`config.mk`:
```
export PLATFORM = sky130hd
export DESIGN_NAME = spike_rig_top
export DESIGN_NICKNAME = d
export VERILOG_FILES = /design/src/rtl/spike_count_pkg.sv /design/src/rtl/spike_wave_pkg.sv /design/src/rtl/spike_stream_if.sv /design/src/rtl/spike_counter.sv /design/src/rtl/spike_rig_top.sv /design/src/rtl/waveform_store.sv /design/src/rtl/window_timer.sv
export VERILOG_INCLUDE_DIRS = /design/src /design/src/rtl
export SDC_FILE = /design/constraint.sdc
export NUM_CORES = 2
export LEC_CHECK = 0
export ABC_AREA = 1
export BUFFER_PORTS_ARGS = -buffer_cell sky130_fd_sc_hd__clkbuf_2
export CORE_MARGIN = 2
export CORE_UTILIZATION = 53
export DETAILED_ROUTE_END_ITERATION = 7
export PLACE_DENSITY = 0.68
export SYNTH_ARGS = -nofsm -noshare
export SYNTH_HDL_FRONTEND = slang
export SYNTH_SLANG_ARGS = --single-unit
```
`constraint.sdc`:
```
create_clock -name ep50trig -period 6.9 [get_ports ep50trig]
set_clock_uncertainty 0.2 [all_clocks]
set_input_delay 1.38 -clock ep50trig [delete_from_list [all_inputs] [get_ports ep50trig]]
set_output_delay 1.38 -clock ep50trig [all_outputs]
set_load 0.005 [all_outputs]
```
`src/rtl/spike_rig_config.svh`:
```
`ifndef SPIKE_RIG_CONFIG_SVH
`define SPIKE_RIG_CONFIG_SVH

//////////////////////////////////////////////////////////////////////
// rig sizing
//////////////////////////////////////////////////////////////////////

// host word and replay element width
`define SPIKE_WORD_W 16

// waveform memory address bits, 256 elements
`define SPIKE_DEPTH_LOG2 8

// spike total per window
`define SPIKE_COUNT_W 32

// half period of the gating window, in steps
`define SPIKE_HALF_W 18

// window sequence number
`define SPIKE_INDEX_W 16

`endif

```
`src/rtl/spike_count_pkg.sv`:
```
`include "spike_rig_config.svh"

package spike_count_pkg;

    // spikes summed over one open window
    typedef logic [`SPIKE_COUNT_W-1:0] window_count_t;

    // which window since load or restart
    typedef logic [`SPIKE_INDEX_W-1:0] window_index_t;

    // one report to the host
    typedef struct packed {
        window_count_t count;
        window_index_t index;
    } window_result_t;

endpackage

```
`src/rtl/spike_wave_pkg.sv`:
```
`include "spike_rig_config.svh"

package spike_wave_pkg;

    // block length field of a header
    typedef logic [11:0] wave_len_t;

    // first word of a block
    typedef struct packed {
        logic      loop;
        logic [2:0] reserved;
        wave_len_t length;
    } wave_header_t;

    // one bit per channel, set on a spike
    typedef logic [`SPIKE_WORD_W-1:0] spike_mask_t;

    //////////////////////////////////////////////////////////////////////
    // host word, seen two ways
    //////////////////////////////////////////////////////////////////////

    // header for the block's first word
    // mask for every word after it
    typedef union packed {
        wave_header_t header;
        spike_mask_t  mask;
    } host_word_u;

endpackage

```
`src/rtl/spike_stream_if.sv`:
```
`timescale 1ns/10ps

interface spike_stream_if;

    // element handshake, one step per valid and ready
    logic                        valid;
    logic                        ready;
    // final element of a non-looping block
    logic                        last;
    spike_wave_pkg::spike_mask_t mask;

    // replay side
    modport source (output valid, output last, output mask, input ready);

    // counting side
    modport sink (input valid, input last, input mask, output ready);

    // checker taps
    modport monitor (input valid, input ready, input last, input mask);

endinterface

```
`src/rtl/spike_counter.sv`:
```
`timescale 1ns/10ps

module spike_counter
(
    input  logic                            ep50trig,
    input  logic                            reset_global,
    input  logic                            replay_restart,
    spike_stream_if.sink                    stream,
    output logic                            step,
    input  logic                            window_open,
    input  logic                            window_close,
    output logic                            result_valid,
    input  logic                            result_ready,
    output spike_count_pkg::window_result_t result
);

    // running sum for the open window
    spike_count_pkg::window_count_t acc;
    spike_count_pkg::window_count_t mask_cnt;
    spike_count_pkg::window_count_t acc_next;
    spike_count_pkg::window_index_t win_idx;

    // number of channels that fired in one element
    function automatic spike_count_pkg::window_count_t popcount
    (
        input spike_wave_pkg::spike_mask_t m
    );
        spike_count_pkg::window_count_t n;
        n = '0;
        for (int i = 0; i < $bits(m); i++)
            n = n + spike_count_pkg::window_count_t'(m[i]);
        return n;
    endfunction

    // stall replay while the host owes us a take
    assign stream.ready = !result_valid;
    assign step         = stream.valid && stream.ready;
    assign mask_cnt     = popcount(stream.mask);
    assign acc_next     = acc + mask_cnt;

    //////////////////////////////////////////////////////////////////////
    // accumulate and close
    //////////////////////////////////////////////////////////////////////

    always_ff @(posedge ep50trig)
    begin
        if (reset_global)
        begin
            acc          <= '0;
            win_idx      <= '0;
            result_valid <= 1'b0;
        end
        else
        begin
            if (result_valid && result_ready)
                result_valid <= 1'b0;

            if (replay_restart)
            begin
                acc     <= '0;
                win_idx <= '0;
            end
            else if (step && window_close)
            begin
                // closing step counts too
                result_valid <= 1'b1;
                acc          <= '0;
                win_idx      <= win_idx + 1'b1;
            end
            else if (step && stream.last)
                // block over mid window, drop the partial sum
                acc <= '0;
            else if (step && window_open)
                acc <= acc_next;
        end
    end

    // held report, only loaded on a close
    always_ff @(posedge ep50trig)
    begin
        if (!replay_restart && step && window_close)
        begin
            result.count <= acc_next;
            result.index <= win_idx;
        end
    end

endmodule

```
`src/rtl/spike_rig_top.sv`:
```
`timescale 1ns/10ps
`include "spike_rig_config.svh"

module spike_rig_top
(
    input  logic                      ep50trig,
    input  logic                      reset_global,
    // host load pipe
    input  logic                      load_valid,
    output logic                      load_ready,
    input  logic [`SPIKE_WORD_W-1:0]  load_word,
    input  logic                      replay_restart,
    // gate half period, static during a run
    input  logic [`SPIKE_HALF_W-1:0]  half_cnt,
    // window reports
    output logic                      result_valid,
    input  logic                      result_ready,
    output logic [`SPIKE_COUNT_W-1:0] result_count,
    output logic [`SPIKE_INDEX_W-1:0] result_index
);

    logic                            step;
    logic                            window_open;
    logic                            window_close;
    spike_count_pkg::window_result_t result;

    spike_stream_if replay_if ();

    //////////////////////////////////////////////////////////////////////
    // store and gate side by side, counter joins them
    //////////////////////////////////////////////////////////////////////

    waveform_store store_i (
        .ep50trig       (ep50trig),
        .reset_global   (reset_global),
        .load_valid     (load_valid),
        .load_ready     (load_ready),
        .load_word      (spike_wave_pkg::host_word_u'(load_word)),
        .replay_restart (replay_restart),
        .stream         (replay_if.source)
    );

    window_timer timer_i (
        .ep50trig       (ep50trig),
        .reset_global   (reset_global),
        .replay_restart (replay_restart),
        .step           (step),
        .half_cnt       (half_cnt),
        .window_open    (window_open),
        .window_close   (window_close)
    );

    spike_counter counter_i (
        .ep50trig       (ep50trig),
        .reset_global   (reset_global),
        .replay_restart (replay_restart),
        .stream         (replay_if.sink),
        .step           (step),
        .window_open    (window_open),
        .window_close   (window_close),
        .result_valid   (result_valid),
        .result_ready   (result_ready),
        .result         (result)
    );

    // report fields out to the host
    assign result_count = result.count;
    assign result_index = result.index;

endmodule

```
`src/rtl/waveform_store.sv`:
```
`timescale 1ns/10ps
`include "spike_rig_config.svh"

module waveform_store
(
    input  logic                       ep50trig,
    input  logic                       reset_global,
    input  logic                       load_valid,
    output logic                       load_ready,
    input  spike_wave_pkg::host_word_u load_word,
    input  logic                       replay_restart,
    spike_stream_if.source             stream
);

    typedef enum logic {ST_LOAD, ST_PLAY} store_state_t;

    store_state_t                state;
    // header of the current block already taken
    logic                        got_header;
    logic                        loop_q;
    spike_wave_pkg::wave_len_t   len_q;
    spike_wave_pkg::wave_len_t   len_last;
    // write and replay positions
    spike_wave_pkg::wave_len_t   wr_cnt;
    spike_wave_pkg::wave_len_t   rd_cnt;
    logic                        load_fire;
    logic                        step_fire;
    logic                        at_end;
    spike_wave_pkg::spike_mask_t mem [0:(1 << `SPIKE_DEPTH_LOG2) - 1];

    assign load_ready = (state == ST_LOAD);
    assign load_fire  = load_valid && load_ready;
    assign step_fire  = stream.valid && stream.ready;
    assign len_last   = len_q - spike_wave_pkg::wave_len_t'(1);
    assign at_end     = (rd_cnt == len_last);

    // element under the read pointer, stable while rd_cnt holds
    assign stream.mask = mem[rd_cnt[`SPIKE_DEPTH_LOG2-1:0]];
    assign stream.last = stream.valid && !loop_q && at_end;

    //////////////////////////////////////////////////////////////////////
    // load, then replay
    //////////////////////////////////////////////////////////////////////

    always_ff @(posedge ep50trig)
    begin
        if (reset_global)
        begin
            state        <= ST_LOAD;
            got_header   <= 1'b0;
            loop_q       <= 1'b0;
            len_q        <= '0;
            wr_cnt       <= '0;
            rd_cnt       <= '0;
            stream.valid <= 1'b0;
        end
        else
        begin
            case (state)
                ST_LOAD:
                begin
                    if (load_fire && !got_header)
                    begin
                        // zero length header is dropped, still waiting
                        if (load_word.header.length != '0)
                        begin
                            got_header <= 1'b1;
                            len_q      <= load_word.header.length;
                            loop_q     <= load_word.header.loop;
                            wr_cnt     <= '0;
                        end
                    end
                    else if (load_fire)
                    begin
                        wr_cnt <= wr_cnt + 1'b1;
                        // last mask in, start replay next cycle
                        if (wr_cnt == len_last)
                        begin
                            state        <= ST_PLAY;
                            rd_cnt       <= '0;
                            stream.valid <= 1'b1;
                        end
                    end
                end
                ST_PLAY:
                begin
                    // restart wins over a step, block is kept
                    if (replay_restart)
                    begin
                        rd_cnt       <= '0;
                        stream.valid <= 1'b1;
                    end
                    else if (step_fire)
                    begin
                        if (at_end && loop_q)
                            rd_cnt <= '0;
                        else if (at_end)
                            stream.valid <= 1'b0;
                        else
                            rd_cnt <= rd_cnt + 1'b1;
                    end
                end
                default:
                    state <= ST_LOAD;
            endcase
        end
    end

    // mask words after the header, long blocks wrap the address
    always_ff @(posedge ep50trig)
    begin
        if (load_fire && got_header)
            mem[wr_cnt[`SPIKE_DEPTH_LOG2-1:0]] <= load_word.mask;
    end

endmodule

```
`src/rtl/window_timer.sv`:
```
`timescale 1ns/10ps
`include "spike_rig_config.svh"

module window_timer
(
    input  logic                     ep50trig,
    input  logic                     reset_global,
    input  logic                     replay_restart,
    input  logic                     step,
    input  logic [`SPIKE_HALF_W-1:0] half_cnt,
    output logic                     window_open,
    output logic                     window_close
);

    localparam int HALF_W = `SPIKE_HALF_W;

    // steps taken in the current half period
    logic [HALF_W-1:0] step_cnt;
    logic [HALF_W-1:0] half_last;
    // high during the open half
    logic              phase_open;
    logic              half_done;

    assign half_last = half_cnt - HALF_W'(1);
    assign half_done = (step_cnt == half_last);

    // both describe the step now on the stream
    assign window_open  = phase_open;
    assign window_close = phase_open && half_done;

    //////////////////////////////////////////////////////////////////////
    // slow gate from step count
    //////////////////////////////////////////////////////////////////////

    always_ff @(posedge ep50trig)
    begin
        if (reset_global || replay_restart)
        begin
            // first step after load or restart is open
            step_cnt   <= '0;
            phase_open <= 1'b1;
        end
        else if (step && half_done)
        begin
            step_cnt   <= '0;
            phase_open <= !phase_open;
        end
        else if (step)
            step_cnt <= step_cnt + 1'b1;
    end

endmodule

```
==> impl_metrics.tcl <==
set metrics [dict create \
    finalWorstSetupSlack_ns 0.00983 \
    die_h_um 574 \
    clk_pin_slew_ns 0.06 \
    utilization_pct 62.5 \
    drc 8 \
    required_ns 7.57 \
    worstPathMaxFanout 7 \
    crit_type "reg2reg" \
    dr.pass1.iters 8 \
    worstSetupStartpointType "flip-flop" \
    post-dp-hpwl_um 314000 \
    gp_congestion 0.954 \
    finalCriticalPeriod_ns 6.89 \
    min_delay_path_depth 0 \
    clock_path_buffers 4 \
    r2r_setup_slack_ns 0.01 \
    status "finished with violations" \
    wl_per_cell_um 26.6 \
    layout-drive-gt1-share_pct 14.2 \
    relSlewSlack_pct 4.46 \
    tightest_slew_ns 1.42 \
    maxCapViolations 0 \
    yosysWarnings 0 \
    cp-end-kind "flip-flop" \
    synth_cell_types 53 \
    layout_common_cells "4144 x edfxtp_1, 2817 x nand2_1, 1839 x nand3_1, 1607 x nor2_1, 1216 x o21ai_0" \
    fin_nets 15200 \
    violations "design-rule violations" \
    antenna_found_initial 18 \
    worstRegToRegCells 34 \
    p_per_area_mw_per_mm2 258 \
    numPortBuffers 88 \
    ir_drop_v 0.000259 \
    grt_use_total_pct 30.8 \
    leakage_nw 70.7 \
    design.die.area_mm2 0.330 \
    grt_pass1_vias 114000 \
    antenna_left 0 \
    chipWidth_um 574 \
    cts_tree "built" \
    holdPathEnd "counter_i.result[15]" \
    finalCritPeriodShare_pct 99.9 \
    insertion_delay_ns 1.01 \
    synth_ff_type "edfxtp_1" \
    numCtsBuffers 428 \
    timing.final.hold_violations 0 \
    reg2reg_to "counter_i.acc[8]" \
    syn_area_per_cell_um2 12.0 \
    vias 121000 \
    clock_sinks 4260 \
    grt_remaining_overflow 0 \
    cts-hold-fix-buffers 0 \
    syn_inst 14300 \
    synth.net_count 14400 \
    drt_iter0_drc 18000 \
    synthesis.area_mm2 0.172 \
    drv_slew 0 \
    crit_top_cell "nand2_1" \
    num_rows 209 \
    final_cells 19800 \
    drt_wl_total_um 526000 \
    async_reset_ff_share_pct 0 \
    vias_per_cell 6.12 \
    cpPeakStageDelay_ns 0.59 \
    crit_arrival_ns 7.56 \
    min_path_type "reg2reg" \
    n_fill_cell 24000 \
    rsz0062_at_grt "true" \
    ys_ff_latch 4260 \
    cts-htree-levels 5 \
    area_growth_pct 17.5 \
    cts_root_buf "clkbuf_16" \
    grt_max_degree 153 \
    yosysSeqAreaShare_pct 73.5 \
    grt_pass1_wl_um 755000 \
    dp.cells 18900 \
    ioPinCount 89 \
    critPathSlowestCell "fa_2" \
    start_util_pct 53.2 \
    setup_violations 0 \
    core_mm2 0.324 \
    min_from "counter_i.win_idx[15]" \
    synth_edf_count 4144 \
    fmax_mhz 145 \
    final_common_cell "edfxtp_1" \
    place_ws_ns -0.767 \
]
[worst max-delay path by stage]
stage / start / to / slack (ns) / depth (start not counted)
CTS: flip-flop / counter_i.acc[26] / 0.004 / 35
global route: flip-flop / counter_i.acc[18] / -0.15 / 36
floorplan: flip-flop / counter_i.acc[30] / 0.86 / 35
finish: flip-flop / counter_i.acc[8] / 0.01 / 34
global placement: flip-flop / counter_i.acc[30] / -0.76 / 34
detailed placement: flip-flop / counter_i.acc[30] / -0.77 / 34
[state kept, by name (all words and copies together) (netlist names), 12 cells and up, named ones only]
| name | flops |
|---|---|
| counter_i.win_idx | 16 |
| counter_i.acc | 32 |
| counter_i.result | 48 |
| timer_i.step_cnt | 18 |
| store_i.wr_cnt | 12 |
| store_i.len_q | 12 |
| store_i.mem | 4096 |
| store_i.rd_cnt | 12 |
[timing repair]
| item | 4_1_cts | 5_1_grt |
|---|---|---|
| resized for setup | 183 | 262 |
| endpoints found under the setup margin | 52 | 48 |
| cloned | 12 | 30 |
| setup buffers | 32 | 38 |
| pin swaps | 34 | 83 |
[per-stage QoR]
step | hold slack, ns | power (mW) | area (µm²) | setup TNS (ns)
2_1_floorplan | 0.208 | 29.2 | 172000 | 0
3_3_place_gp | 0.215 | 29.9 | 185000 | -21.38
3_5_place_dp | 0.222 | 29.9 | 185000 | -24.33
4_1_cts | 0.237 | 52.2 | 200000 | 0
5_1_grt | 0.257 | 53.3 | 203000 | -1.71
6_report | 0.233 | 52.2 | 203000 | 0
[power by group]
group,leakage (nW),total (mW),switching (mW),internal (mW)
combinational,25.9,1.04,0.828,0.217
clock,6.64,22.7,9.88,12.9
sequential,38.1,28.4,0.00992,28.4
[Yosys cell counts (all sizes together) (44+ instances only)]
| cell | count | area, µm² |
|---|---|---|
| o22ai | 576 | 3600 |
| clkbuf | 535 | 2010 |
| o31ai | 49 | 368 |
| nor3 | 59 | 312 |
| inv | 212 | 796 |
| dfxtp | 116 | 2320 |
| xor2 | 44 | 385 |
| o21ai | 1254 | 6280 |
| a21oi | 289 | 1450 |
| buf | 421 | 2030 |
| nor2 | 1641 | 6260 |
| edfxtp | 4144 | 124000 |
| nand3 | 1991 | 9990 |
| nand2 | 2862 | 10800 |
[cells by family (layout without fill, tap and decap cells)]
kind of cell | after synthesis | in the layout | share of synthesized area [%]
xor gates and xnor gates | 61 | 61 | 0.327
muxes | 13 | 13 | 0.0755
other | 0 | 6 | 0
AOI/OAI and AO/OA | 2184 | 2184 | 6.87
and+or+nand+nor | 6611 | 6612 | 16.1
adders and majority gates | 35 | 35 | 0.302
DFF | 4260 | 4260 | 73.5
buffers and inverters | 1170 | 2313 | 2.81
[critical path: cells and delay by family, from the launching register on]
kind | cells | cell delay, ns
buffers and inverters | 7 | 1.00
flip-flops | 1 | 0.37
adder cells (fa/ha/maj) | 7 | 2.86
AO/OA/AOI/OAI | 4 | 0.58
XOR/XNOR | 1 | 0.18
AND/OR/NAND/NOR | 15 | 1.50
[metal layers]
metal / GRT usage (%) / up-vias / wire length, µm
li1: - / 53300 / -
met1: 42.0 / 59200 / 196000
met2: 47.0 / 7430 / 238000
met3: 6.23 / 1285 / 60600
met4: 16.3 / 20 / 31200
met5: 0 / - / 134
[final cells by class]
cell class	count	area (µm²)	share of cell area, %
sequential	4260	127000	62.6
multi-input combinational	8905	42200	20.8
timing repair buffer	1311	13600	6.72
clock buffer	541	11400	5.61
tap	4325	5410	2.67
clock inverter	245	2240	1.11
inverter	214	867	0.428
timing repair inverter	2	20.0	0.00989
antenna	6	15.0	0.00741
(Power assumes the default switching activity.)
